==> config.mk <==
export PLATFORM = sky130hd
export DESIGN_NAME = accel_top
export DESIGN_NICKNAME = d
export VERILOG_FILES = /design/src/hdl/accel_pkg.sv /design/src/hdl/packet_rx.sv /design/src/hdl/csr_regs.sv /design/src/hdl/operand_buffer.sv /design/src/hdl/mac_engine.sv /design/src/hdl/resp_tx.sv /design/src/hdl/accel_top.sv
export SDC_FILE = /design/constraint.sdc
export NUM_CORES = 2
export LEC_CHECK = 0
export ABC_AREA = 1
export BUFFER_PORTS_ARGS = -buffer_cell sky130_fd_sc_hd__buf_4
export CAP_MARGIN = 20
export CORE_ASPECT_RATIO = 2
export CORE_MARGIN = 1.5
export CORE_UTILIZATION = 44
export CTS_CLUSTER_DIAMETER = 120
export DETAILED_ROUTE_END_ITERATION = 8
export GPL_ROUTABILITY_DRIVEN = 0
export GPL_TIMING_DRIVEN = 1
export SETUP_SLACK_MARGIN = 0.02
export SLEW_MARGIN = 20
export SYNTH_ARGS = -nofsm -noshare
export SYNTH_HDL_FRONTEND = slang
export SYNTH_SLANG_ARGS = --single-unit
export TNS_END_PERCENT = 1
==> constraint.sdc <==
create_clock -name clk -period 7.53 [get_ports clk]
set_clock_uncertainty 0.05 [all_clocks]
set_input_delay 0.3765 -clock clk [delete_from_list [all_inputs] [get_ports clk]]
set_output_delay 0.3765 -clock clk [all_outputs]
set_load 0.02 [all_outputs]
==> src/hdl/accel_pkg.sv <==
// Shared definitions for the matrix-tile accelerator
// Widths, array geometry, command and state encodings

package accel_pkg;

    // ====================
    // Widths and geometry
    // ====================
    localparam int DATA_W = 8;
    localparam int ACC_W  = 32;

    localparam int N_ROWS = 2;
    localparam int N_COLS = 2;

    localparam int BUF_DEPTH = 16;
    localparam int BUF_AW    = $clog2(BUF_DEPTH);

    // Credits granted to the response sender out of reset
    localparam int TX_CREDITS_INIT = 4;

    // Register map
    localparam logic [7:0] CSR_K_LEN     = 8'h00;
    localparam logic [7:0] CSR_RUN_COUNT = 8'h01;

    // ====================
    // Encodings
    // ====================
    // Upper nibble of the command byte, 8..F unused
    typedef enum logic [3:0] {
        CMD_CSR_WR   = 4'h0,
        CMD_CSR_RD   = 4'h1,
        CMD_BUF_WR_A = 4'h2,
        CMD_BUF_WR_B = 4'h3,
        CMD_RD_OUT   = 4'h4,
        CMD_START    = 4'h5,
        CMD_ABORT    = 4'h6,
        CMD_STATUS   = 4'h7
    } cmd_e;

    // One parser state per byte position
    typedef enum logic [2:0] {
        RX_CMD,
        RX_ADDR_L,
        RX_ADDR_H,
        RX_DATA0,
        RX_DATA1,
        RX_DATA2,
        RX_DATA3
    } rx_state_e;

    typedef enum logic [1:0] {
        MAC_IDLE,
        MAC_RUN,
        MAC_DRAIN
    } mac_state_e;

endpackage

==> src/hdl/packet_rx.sv <==
// Packet parser for the seven-byte host protocol
// Collects a packet and issues one command strobe per packet

module packet_rx (
    input  logic        clk,
    input  logic        rst_n,
    input  logic        i_rx_valid,
    input  logic [7:0]  i_rx_data,
    output logic [7:0]  o_cmd_byte,
    output logic [7:0]  o_addr,
    output logic [31:0] o_data,
    output logic        o_csr_wr,
    output logic        o_csr_rd,
    output logic        o_buf_wr_a,
    output logic        o_buf_wr_b,
    output logic        o_rd_out,
    output logic        o_start,
    output logic        o_abort,
    output logic        o_status
);

    import accel_pkg::*;

    rx_state_e r_state;

    // ====================
    // Byte position FSM
    // ====================
    always_ff @(posedge clk) begin
        if (!rst_n) begin
            r_state    <= RX_CMD;
            o_csr_wr   <= 1'b0;
            o_csr_rd   <= 1'b0;
            o_buf_wr_a <= 1'b0;
            o_buf_wr_b <= 1'b0;
            o_rd_out   <= 1'b0;
            o_start    <= 1'b0;
            o_abort    <= 1'b0;
            o_status   <= 1'b0;
        end else begin
            // Strobes last one cycle
            o_csr_wr   <= 1'b0;
            o_csr_rd   <= 1'b0;
            o_buf_wr_a <= 1'b0;
            o_buf_wr_b <= 1'b0;
            o_rd_out   <= 1'b0;
            o_start    <= 1'b0;
            o_abort    <= 1'b0;
            o_status   <= 1'b0;
            if (i_rx_valid) begin
                case (r_state)
                    RX_CMD:    r_state <= RX_ADDR_L;
                    RX_ADDR_L: r_state <= RX_ADDR_H;
                    RX_ADDR_H: r_state <= RX_DATA0;
                    RX_DATA0:  r_state <= RX_DATA1;
                    RX_DATA1:  r_state <= RX_DATA2;
                    RX_DATA2:  r_state <= RX_DATA3;
                    RX_DATA3: begin
                        r_state <= RX_CMD;
                        // Command byte was captured six bytes ago
                        case (cmd_e'(o_cmd_byte[7:4]))
                            CMD_CSR_WR:   o_csr_wr   <= 1'b1;
                            CMD_CSR_RD:   o_csr_rd   <= 1'b1;
                            CMD_BUF_WR_A: o_buf_wr_a <= 1'b1;
                            CMD_BUF_WR_B: o_buf_wr_b <= 1'b1;
                            CMD_RD_OUT:   o_rd_out   <= 1'b1;
                            CMD_START:    o_start    <= 1'b1;
                            CMD_ABORT:    o_abort    <= 1'b1;
                            CMD_STATUS:   o_status   <= 1'b1;
                            default:      ;
                        endcase
                    end
                    default: r_state <= RX_CMD;
                endcase
            end
        end
    end

    // Field capture, upper address byte is not kept
    always_ff @(posedge clk) begin
        if (i_rx_valid) begin
            case (r_state)
                RX_CMD:    o_cmd_byte    <= i_rx_data;
                RX_ADDR_L: o_addr        <= i_rx_data;
                RX_DATA0:  o_data[7:0]   <= i_rx_data;
                RX_DATA1:  o_data[15:8]  <= i_rx_data;
                RX_DATA2:  o_data[23:16] <= i_rx_data;
                RX_DATA3:  o_data[31:24] <= i_rx_data;
                default:   ;
            endcase
        end
    end

endmodule

==> src/hdl/csr_regs.sv <==
// Control registers: K length and completed-run counter
// Read data is registered on the read strobe

module csr_regs #(
    parameter int BUF_AW = accel_pkg::BUF_AW
) (
    input  logic                          clk,
    input  logic                          rst_n,
    input  logic                          i_wr,
    input  logic                          i_rd,
    input  logic [7:0]                    i_addr,
    input  logic [accel_pkg::ACC_W-1:0]   i_wdata,
    input  logic                          i_run_done,
    output logic [accel_pkg::ACC_W-1:0]   o_rdata,
    output logic [BUF_AW:0]               o_k_len
);

    import accel_pkg::*;

    // Largest K the buffers can hold
    localparam int K_MAX = 2 ** BUF_AW;

    logic [ACC_W-1:0] r_run_count;

    // ====================
    // Register updates
    // ====================
    always_ff @(posedge clk) begin
        if (!rst_n) begin
            o_k_len     <= (BUF_AW+1)'(1);
            r_run_count <= '0;
        end else begin
            if (i_wr && (i_addr == CSR_K_LEN)) begin
                // Saturate at buffer depth
                if (i_wdata > ACC_W'(K_MAX)) begin
                    o_k_len <= (BUF_AW+1)'(K_MAX);
                end else begin
                    o_k_len <= i_wdata[BUF_AW:0];
                end
            end
            if (i_run_done) begin
                r_run_count <= r_run_count + 1'b1;
            end
        end
    end

    // Read mux, unmapped addresses read as zero
    always_ff @(posedge clk) begin
        if (i_rd) begin
            case (i_addr)
                CSR_K_LEN:     o_rdata <= ACC_W'(o_k_len);
                CSR_RUN_COUNT: o_rdata <= r_run_count;
                default:       o_rdata <= '0;
            endcase
        end
    end

endmodule

==> src/hdl/operand_buffer.sv <==
// Activation and weight row memories
// One write port each, shared registered read address

module operand_buffer #(
    parameter int N_ROWS = accel_pkg::N_ROWS,
    parameter int N_COLS = accel_pkg::N_COLS,
    parameter int BUF_AW = accel_pkg::BUF_AW
) (
    input  logic                                   clk,
    input  logic                                   i_we_a,
    input  logic                                   i_we_b,
    input  logic [BUF_AW-1:0]                      i_waddr,
    input  logic [accel_pkg::ACC_W-1:0]            i_wdata,
    input  logic [BUF_AW-1:0]                      i_raddr,
    output logic [N_ROWS*accel_pkg::DATA_W-1:0]    o_a_row,
    output logic [N_COLS*accel_pkg::DATA_W-1:0]    o_b_row
);

    import accel_pkg::*;

    localparam int MEM_DEPTH = 2 ** BUF_AW;
    localparam int A_W       = N_ROWS * DATA_W;
    localparam int B_W       = N_COLS * DATA_W;

    logic [A_W-1:0] mem_a [MEM_DEPTH];
    logic [B_W-1:0] mem_b [MEM_DEPTH];

    // Rows take the low bytes of the data word
    always_ff @(posedge clk) begin
        if (i_we_a) begin
            mem_a[i_waddr] <= i_wdata[A_W-1:0];
        end
        if (i_we_b) begin
            mem_b[i_waddr] <= i_wdata[B_W-1:0];
        end
    end

    // One cycle read latency
    always_ff @(posedge clk) begin
        o_a_row <= mem_a[i_raddr];
        o_b_row <= mem_b[i_raddr];
    end

endmodule

==> src/hdl/mac_engine.sv <==
// Tile MAC engine with row sequencer
// Accumulates signed outer products of K buffer rows into a 2x2 array

module mac_engine #(
    parameter int N_ROWS = accel_pkg::N_ROWS,
    parameter int N_COLS = accel_pkg::N_COLS,
    parameter int BUF_AW = accel_pkg::BUF_AW
) (
    input  logic                                   clk,
    input  logic                                   rst_n,
    input  logic                                   i_start,
    input  logic                                   i_abort,
    input  logic [BUF_AW:0]                        i_k_len,
    input  logic [N_ROWS*accel_pkg::DATA_W-1:0]    i_a_row,
    input  logic [N_COLS*accel_pkg::DATA_W-1:0]    i_b_row,
    input  logic [1:0]                             i_sel,
    output logic [BUF_AW-1:0]                      o_raddr,
    output logic [accel_pkg::ACC_W-1:0]            o_acc,
    output logic                                   o_busy,
    output logic                                   o_done
);

    import accel_pkg::*;

    localparam int N_ACC  = N_ROWS * N_COLS;
    localparam int PROD_W = 2 * DATA_W;

    mac_state_e               r_state;
    logic                     r_valid;
    logic                     r_drain;
    logic [BUF_AW:0]          w_k_eff;
    logic                     w_last;
    logic signed [PROD_W-1:0] w_prod [N_ACC];
    logic signed [ACC_W-1:0]  r_acc  [N_ACC];

    // Zero length runs as a single row
    assign w_k_eff = (i_k_len == '0) ? (BUF_AW+1)'(1) : i_k_len;
    assign w_last  = ({1'b0, o_raddr} == (w_k_eff - 1'b1));

    // Products for every (row, col) pair
    always_comb begin
        for (int r = 0; r < N_ROWS; r++) begin
            for (int c = 0; c < N_COLS; c++) begin
                w_prod[r*N_COLS+c] = $signed(i_a_row[r*DATA_W +: DATA_W]) *
                                     $signed(i_b_row[c*DATA_W +: DATA_W]);
            end
        end
    end

    // ====================
    // Sequencer and array
    // ====================
    always_ff @(posedge clk) begin
        if (!rst_n) begin
            r_state <= MAC_IDLE;
            r_valid <= 1'b0;
            r_drain <= 1'b0;
            o_raddr <= '0;
            o_done  <= 1'b0;
            for (int p = 0; p < N_ACC; p++) begin
                r_acc[p] <= '0;
            end
        end else begin
            o_done <= 1'b0;
            // Read data arrives one cycle after its address
            r_valid <= (r_state == MAC_RUN);

            if (r_valid) begin
                for (int p = 0; p < N_ACC; p++) begin
                    r_acc[p] <= r_acc[p] +
                        {{(ACC_W-PROD_W){w_prod[p][PROD_W-1]}}, w_prod[p]};
                end
            end

            if (i_abort) begin
                r_state <= MAC_IDLE;
                r_valid <= 1'b0;
                for (int p = 0; p < N_ACC; p++) begin
                    r_acc[p] <= '0;
                end
            end else begin
                case (r_state)
                    MAC_IDLE: begin
                        if (i_start) begin
                            r_state <= MAC_RUN;
                            o_raddr <= '0;
                            for (int p = 0; p < N_ACC; p++) begin
                                r_acc[p] <= '0;
                            end
                        end
                    end
                    MAC_RUN: begin
                        if (w_last) begin
                            r_state <= MAC_DRAIN;
                            r_drain <= 1'b0;
                        end else begin
                            o_raddr <= o_raddr + 1'b1;
                        end
                    end
                    MAC_DRAIN: begin
                        // Two cycles to let the last row land
                        r_drain <= 1'b1;
                        if (r_drain) begin
                            r_state <= MAC_IDLE;
                            o_done  <= 1'b1;
                        end
                    end
                    default: r_state <= MAC_IDLE;
                endcase
            end
        end
    end

    assign o_busy = (r_state != MAC_IDLE);
    assign o_acc  = r_acc[i_sel];

endmodule

==> src/hdl/resp_tx.sv <==
// Response sender for register, result and status reads
// Five bytes per response, each byte costs one transmit credit

module resp_tx #(
    parameter int TX_CREDITS_INIT = accel_pkg::TX_CREDITS_INIT
) (
    input  logic                          clk,
    input  logic                          rst_n,
    input  logic                          i_csr_rd,
    input  logic                          i_rd_out,
    input  logic                          i_status,
    input  logic [7:0]                    i_cmd_byte,
    input  logic [accel_pkg::ACC_W-1:0]   i_csr_rdata,
    input  logic [accel_pkg::ACC_W-1:0]   i_acc,
    input  logic                          i_busy,
    input  logic                          i_tx_credit,
    output logic                          o_tx_valid,
    output logic [7:0]                    o_tx_data
);

    import accel_pkg::*;

    logic             r_active;
    logic             r_load;
    logic [2:0]       r_idx;
    logic [7:0]       r_credits;
    logic [7:0]       r_cmd;
    logic [ACC_W-1:0] r_word;
    logic             r_is_rd_out;
    logic             r_is_status;
    logic             w_req;
    logic             w_send;
    logic [ACC_W-1:0] w_word;

    assign w_req = i_csr_rd | i_rd_out | i_status;

    // Payload source, sampled the cycle after the request
    assign w_word = r_is_status ? {{(ACC_W-1){1'b0}}, i_busy} :
                    r_is_rd_out ? i_acc : i_csr_rdata;

    assign o_tx_valid = r_active && (r_credits != '0);
    assign w_send     = o_tx_valid;

    always_comb begin
        case (r_idx)
            3'd0:    o_tx_data = r_cmd;
            3'd1:    o_tx_data = r_word[7:0];
            3'd2:    o_tx_data = r_word[15:8];
            3'd3:    o_tx_data = r_word[23:16];
            default: o_tx_data = r_word[31:24];
        endcase
    end

    // ====================
    // Sequencing and credits
    // ====================
    always_ff @(posedge clk) begin
        if (!rst_n) begin
            r_active  <= 1'b0;
            r_load    <= 1'b0;
            r_idx     <= '0;
            r_credits <= 8'(TX_CREDITS_INIT);
        end else begin
            r_load <= 1'b0;
            // Requests while busy are dropped
            if (!r_active && w_req) begin
                r_active <= 1'b1;
                r_load   <= 1'b1;
                r_idx    <= '0;
            end else if (w_send) begin
                r_idx <= r_idx + 1'b1;
                if (r_idx == 3'd4) begin
                    r_active <= 1'b0;
                end
            end
            case ({i_tx_credit, w_send})
                2'b10:   r_credits <= r_credits + 1'b1;
                2'b01:   r_credits <= r_credits - 1'b1;
                default: ;
            endcase
        end
    end

    always_ff @(posedge clk) begin
        if (!r_active && w_req) begin
            r_cmd       <= i_cmd_byte;
            r_is_rd_out <= i_rd_out;
            r_is_status <= i_status;
        end
        if (r_load) begin
            r_word <= w_word;
        end
    end

endmodule

==> src/hdl/accel_top.sv <==
// Matrix-tile accelerator top level
// Packet parser, registers, operand buffers, MAC engine and response sender

module accel_top #(
    parameter int N_ROWS          = accel_pkg::N_ROWS,
    parameter int N_COLS          = accel_pkg::N_COLS,
    parameter int BUF_AW          = accel_pkg::BUF_AW,
    parameter int TX_CREDITS_INIT = accel_pkg::TX_CREDITS_INIT
) (
    input  logic       clk,
    input  logic       rst_n,
    input  logic       i_rx_valid,
    input  logic [7:0] i_rx_data,
    output logic       o_tx_valid,
    output logic [7:0] o_tx_data,
    input  logic       i_tx_credit,
    output logic       o_busy,
    output logic       o_done
);

    import accel_pkg::*;

    logic [7:0]              cmd_byte;
    logic [7:0]              addr;
    logic [ACC_W-1:0]        data;
    logic                    csr_wr;
    logic                    csr_rd;
    logic                    buf_wr_a;
    logic                    buf_wr_b;
    logic                    rd_out;
    logic                    start;
    logic                    abort;
    logic                    status;
    logic [ACC_W-1:0]        csr_rdata;
    logic [BUF_AW:0]         k_len;
    logic [BUF_AW-1:0]       raddr;
    logic [N_ROWS*DATA_W-1:0] a_row;
    logic [N_COLS*DATA_W-1:0] b_row;
    logic [ACC_W-1:0]        acc;

    packet_rx u_rx (
        .clk(clk), .rst_n(rst_n),
        .i_rx_valid(i_rx_valid), .i_rx_data(i_rx_data),
        .o_cmd_byte(cmd_byte), .o_addr(addr), .o_data(data),
        .o_csr_wr(csr_wr), .o_csr_rd(csr_rd),
        .o_buf_wr_a(buf_wr_a), .o_buf_wr_b(buf_wr_b),
        .o_rd_out(rd_out), .o_start(start),
        .o_abort(abort), .o_status(status)
    );

    csr_regs #(.BUF_AW(BUF_AW)) u_csr (
        .clk(clk), .rst_n(rst_n),
        .i_wr(csr_wr), .i_rd(csr_rd), .i_addr(addr), .i_wdata(data),
        .i_run_done(o_done), .o_rdata(csr_rdata), .o_k_len(k_len)
    );

    operand_buffer #(.N_ROWS(N_ROWS), .N_COLS(N_COLS), .BUF_AW(BUF_AW)) u_buf (
        .clk(clk), .i_we_a(buf_wr_a), .i_we_b(buf_wr_b),
        .i_waddr(addr[BUF_AW-1:0]), .i_wdata(data),
        .i_raddr(raddr), .o_a_row(a_row), .o_b_row(b_row)
    );

    mac_engine #(.N_ROWS(N_ROWS), .N_COLS(N_COLS), .BUF_AW(BUF_AW)) u_mac (
        .clk(clk), .rst_n(rst_n),
        .i_start(start), .i_abort(abort), .i_k_len(k_len),
        .i_a_row(a_row), .i_b_row(b_row), .i_sel(addr[1:0]),
        .o_raddr(raddr), .o_acc(acc), .o_busy(o_busy), .o_done(o_done)
    );

    resp_tx #(.TX_CREDITS_INIT(TX_CREDITS_INIT)) u_tx (
        .clk(clk), .rst_n(rst_n),
        .i_csr_rd(csr_rd), .i_rd_out(rd_out), .i_status(status),
        .i_cmd_byte(cmd_byte), .i_csr_rdata(csr_rdata), .i_acc(acc),
        .i_busy(o_busy), .i_tx_credit(i_tx_credit),
        .o_tx_valid(o_tx_valid), .o_tx_data(o_tx_data)
    );

endmodule

### Word-level counts from Yosys, hierarchy flattened

Memory sizes are Yosys's and may differ from the RTL's. A register that Yosys moved wholly into a read port is not among the register bits.
Cells that the tools add are included.

* register bits after elaboration: 192
* RAM bits: 640
* input port bits: 12
* memories: 3

Memory list
* u_buf.mem_a: depth 16, bits a word 16, read ports 1, clocked after Yosys merged registers in 1, wr ports 1, RTL line operand_buffer.sv:25 `logic [A_W-1:0] mem_a [MEM_DEPTH];`
* u_buf.mem_b: depth 16, bits a word 16, read ports 1, clocked after Yosys merged registers in 1, wr ports 1, RTL line operand_buffer.sv:26 `logic [B_W-1:0] mem_b [MEM_DEPTH];`
* u_mac.r_acc: depth 4, bits a word 32, read ports 5, clocked after Yosys merged registers in 1, wr ports 4, RTL line mac_engine.sv:34 `logic signed [ACC_W-1:0] r_acc [N_ACC];`

* add/sub/neg operators: 10
* multiply operators: 4
* magnitude comparators: 1
* eq/ne operators: 27
* muxes and demuxes: 59
* bitwise logic cells: 17
* reduce and logical (&&, ||, !) cells: 31

Operators by type and width (count)
* 2-to-1 mux 32 bit: 13
* adder 32 bit: 4
* multiplier 8 x 8 -> 16 bit: 4
* case mux 32 bit (2 select lines): 1
* adder 32 x 1 -> 32 bit, second input constant: 1
* greater-than comparator 32 x 5 -> 1 bit, second input constant: 1
* case mux 8 bit (4 select lines): 1
* 2-to-1 mux 1 bit: 31
* case mux 3 bit (6 select lines): 1
* equality test 4 x 3 -> 1 bit, second input constant: 4
* case mux 8 bit (2 select lines): 1
* bitwise OR 1 bit: 14
* AND reduction 2 bit: 7
* equality test 3 x 2 -> 1 bit, second input constant: 4
* equality test 3 bit, second input constant: 4
* nonzero test 2 bit: 6
* 2-to-1 mux 5 bit: 2
* AND reduction 3 bit: 3
* adder 8 x 1 -> 8 bit, second input constant: 1
* equality test 4 x 2 -> 1 bit, second input constant: 2
* equality test 8 x 1 -> 1 bit, second input constant: 1
* zero test 8 bit: 1
* 2-to-1 mux 2 bit: 4
* 2-to-1 mux 4 bit: 2
* other kinds (25): 36

### Depth between registers and ports, before layout

* depth in word-level cells: 6
* depth in mapped cells: 35
* gate-level depth less buffers: 33

### Hierarchy

Synthesis repeated with hierarchy kept, for this count alone.

* cells, all modules: 6790
* area total of the unflattened synthesis: 55316.8 µm²

Modules (own cells, without submodules)
* mac_engine: times used 1, cells each 3736, area an instance 24148.2 µm², sequential area each 2742.6 µm²
* operand_buffer: times used 1, cells each 2154, area an instance 22866.9 µm², sequential area each 16015.4 µm²
* csr_regs: times used 1, cells each 435, area an instance 3437.0 µm², sequential area each 1701.6 µm²
* resp_tx: times used 1, cells each 359, area an instance 2991.6 µm², sequential area each 1521.5 µm²
* packet_rx: times used 1, cells each 106, area an instance 1873.0 µm², sequential area each 1661.6 µm²

### Worst setup path after synthesis

No wires, ideal clock.

* path kind: register -> register
* from: reg u_buf.o_b_row[2] (netlist name), read port of u_buf.mem_b
* to: mem u_mac.r_acc[0][21]
* library setup time: 0.132 ns
* data arrival time: 5.914 ns
* setup slack: 1.434 ns
* stages on the path, launching flop included: 28
* clock period less this slack: 6.096 ns
* cell sequence: dfxtp_1 clkbuf_1 clkbuf_1 nand2_1 fa_1 inv_1 fa_1 fa_1 inv_1 fa_1 inv_1 ha_1 nand2_1 nor2_1 nand3_1 nand3_1 inv_1 nand3_1 nand2_1 ha_1 a21o_1 o21bai_1 o21bai_1 a21oi_1 nand2_1 or2_2 nand2_1 a21oi_1

RTL lines
* start, declared: RTL line operand_buffer.sv:16 `output logic [N_COLS*accel_pkg::DATA_W-1:0] o_b_row`
* end, declared: RTL line mac_engine.sv:34

==> key figures <==
Drt
  • ANT nets after route: 0
  • Drt pass-1 iters: 6
  • Routed via count: 41376
  • Initial drt markers: 2570
  • Residual DRC: 0
  • Vias per cell: 5.464
  • WL final: 164.2 mm
  • Drt wl/cell: 21.69 µm

Synthesis
  • Post-synthesis cell area: 0.05316 mm²
  • Synth Flop Type: edfxtp_1
  • Post-synth EDFFs: 634
  • Syn_nets: 6469
  • Top cells by area, synth: edfxtp_1 (36%), dfxtp_1 (8.7%), fa_1 (8.5%)
  • Post-synth ARST share: 0%
  • Seq cells post-synth: 866
  • Post-synthesis instance total: 5972
  • Count leader, synth: nand2_1
  • Synth Area per Inst: 8.902 µm²
  • Share of the synthesized area in the top cell type: 35.81%
  • Number of synthesis warnings: 0
  • Seq/Total Area, Yosys: 44.55%
  • Post-synth cell types: 55
  • Top cells by count, synth: nand2_1 (1018), inv_1 (1013), edfxtp_1 (634)
  • Post-synth top area cell: edfxtp_1

Critical path
  • Critical Path RT: 8.03 ns
  • Nature of the critical path startpoint: flip-flop
  • Buf/Inv on CP: 3
  • Crit Path Category: reg2reg
  • CP dominant cell by count: nand2_1
  • CP max-delay cell: dfxtp_1
  • Cells along the critical path: nand2_1 -> fa_1 -> fa_1 -> inv_1 -> fa_1 -> fa_1 -> ha_1 -> nand2_1 -> nor2_1 -> nand3_1 -> nand3_1 -> inv_1 -> nand2_1 -> nand2_1 -> ha_1 -> nand2_1 -> nor2_1 -> inv_1 -> nor2_1 -> nand4_1 -> nand3_1 -> a21oi_1 -> o21ai_0 -> a21oi_1
  • CP arrival: 7.30 ns
  • Crit path capture type: flip-flop
  • Critical path's top delay family: adder cells
  • Max stage delay on crit path: 0.96 ns
  • Peak fanout along the critical path: 16

Floorplan
  • Die Area: 0.1230 mm²
  • Die height: 494.6 µm
  • Cell Rows: 180
  • Boundary Pins: 23
  • Core footprint: 0.1200 mm²
  • Initial Utilization: 44.29%
  • Die width: 248.8 µm

Clock network
  • Clock-pin slew on the worst setup and hold paths: 0.07 ns
  • H-tree levels: 3
  • Clock latency on the worst-skew pair: 0.73 ns
  • TritonCTS buffer count: 80
  • Clock Sinks: 866
  • Post CTS Setup Buffer Count: 0
  • PostCTS Resize Cnt: 0
  • CTS Buffer Depth: 3
  • CTS tree: yes
  • Root Buffer: clkbuf_16

STA
  • Fmax: 147.1 MHz
  • Rel. slew slack: 23.44%
  • Slew @ Worst Pin: 1.148 ns
  • Hold Vio Cnt, Final: 0
  • RSZ-0062 raised after global routing: false
  • Setup violations, final: 0
  • Slew Viols, Final: 0
  • Fin crit period: 6.800 ns
  • Setup_tns: 0 ns
  • Fin crit share: 90.31%

Global route
  • GR Overflow Total: 0
  • Global-route wire length before repair: 244.8 mm
  • Largest net degree at the start of global routing: 184
  • All-Layer GR Usage: 26.61%
  • Number of global-route vias before repair: 41558
  • Antenna violations before repair: 4

Placed design
  • DPL Wire Length: 119.7 mm
  • Port Buffers: 22

Job
  • Max-cap check violation count: 0

Final layout
  • Share of cells above drive strength 1: 5.663%
  • Layout Nets: 6452
  • # fillers: 11351
  • Area Growth Syn to Fin: 9.332%

Worst hold path
  • Worst Hold Class: in2reg

Outcome
  • Status: finished, final reports clean
registers in the layout, indices dropped and copies added (netlist names), 2 cells and up, named ones only:
signal             cells
u_buf.mem_a          256
u_buf.mem_b          256
u_buf.o_a_row         16
u_buf.o_b_row         16
u_csr.o_k_len          5
u_csr.o_rdata         32
u_csr.r_run_count     32
u_mac.o_raddr          4
u_mac.r_acc          128
u_mac.r_state          2
u_rx.o_addr            8
u_rx.o_cmd_byte        8
u_rx.o_data           32
u_rx.r_state           3
u_tx.r_cmd             8
u_tx.r_credits         8
u_tx.r_idx             3
u_tx.r_word           32
what timing repair did:
action,4_1_cts,5_1_grt
endpoints found under the hold margin,52,0
hold buffers,9,0
setup endpoints to repair,0,0
layout by cell type (no fill, tap or decap), drive strengths merged, types with 11 or more instances in the layout:
master	instances
a21o	17
a21oi	514
a31oi	15
buf	125
bufinv	12
clkbuf	93
clkinv	34
dfxtp	232
edfxtp	634
fa	225
ha	260
inv	1022
mux2i	128
nand2	1024
nand3	284
nand3b	32
nand4	50
nor2	457
nor3	58
nor4	11
o211ai	141
o21a	12
o21ai	451
o21bai	17
o22ai	32
or2	25
xnor2	27
xor2	36
layout make-up:
cell class                      instances  area, µm²  area share, %
Multi-Input combinational cell       3853      24760          42.60
Sequential cell                       866      23700          40.77
Inverter                             1020       3832          6.593
Clock buffer                           93       2113          3.636
Tap cell                             1547       1936          3.330
Timing Repair Buffer                  134       1041          1.791
Clock inverter                         56      740.7          1.274
Antenna cell                            3      7.507        0.01292
worst paths after layout:
path / end / slack, ns / cells after the start / start
max: u_mac.r_acc[3][21]$_SDFFE_PP0P_ / 0.73 / 24 / u_buf.o_b_row[14]$_DFF_P_
min reg2reg: u_tx.r_is_status$_DFFE_PP_ / 0.38 / 0 / u_rx.o_status$_SDFF_PN0_
min: u_csr.o_k_len[0]$_SDFFE_PN1P_ / 0.09 / 2 / rst_n
max reg2reg: u_mac.r_acc[3][21]$_SDFFE_PP0P_ / 0.73 / 24 / u_buf.o_b_row[14]$_DFF_P_
per-stage QoR:
stage	cell area [µm²]	setup slack [ns]	cells	hold slack, ns	utilization, %
after global routing	58120	0.2383	7570	0.1129	48.42
after global placement	55170	0.8304	7411	0.3712	45.96
after CTS	58120	0.8021	7569	0.05842	48.41
final	58120	0.7297	7572	0.08844	48.42
after floorplan	53160	1.434	5972	0.3500	-
after detailed placement	55170	0.7973	7411	0.3699	45.96
per-layer routing:
layer | global-route usage [%] | vias to the layer above | share of wire, %
met1 | 25.81 | 19823 | 34
met4 | 25.85 | 2 | 11
met2 | 48.80 | 1210 | 52
li1 | - | 19820 | -
met3 | 2.703 | 521 | 3.6
met5 | 0 | - | 0.0079
cells by family (layout without fill, tap and decap cells):
| logic type | count (synthesis) | in the layout | share of synthesized area [%] |
|---|---|---|---|
| simple gates | 1949 | 1949 | 15.58 |
| flops | 866 | 866 | 44.55 |
| other cells | 0 | 3 | 0 |
| fa+ha+maj | 485 | 485 | 14.59 |
| buf+inv | 1253 | 1303 | 9.061 |
| compound gates | 1228 | 1228 | 12.77 |
| mux | 128 | 128 | 2.410 |
| xor+xnor | 63 | 63 | 1.038 |
Power is left out: the tool's default activity adds up to more than one toggle a clock period on the data nets, which glitch-free logic cannot reach.
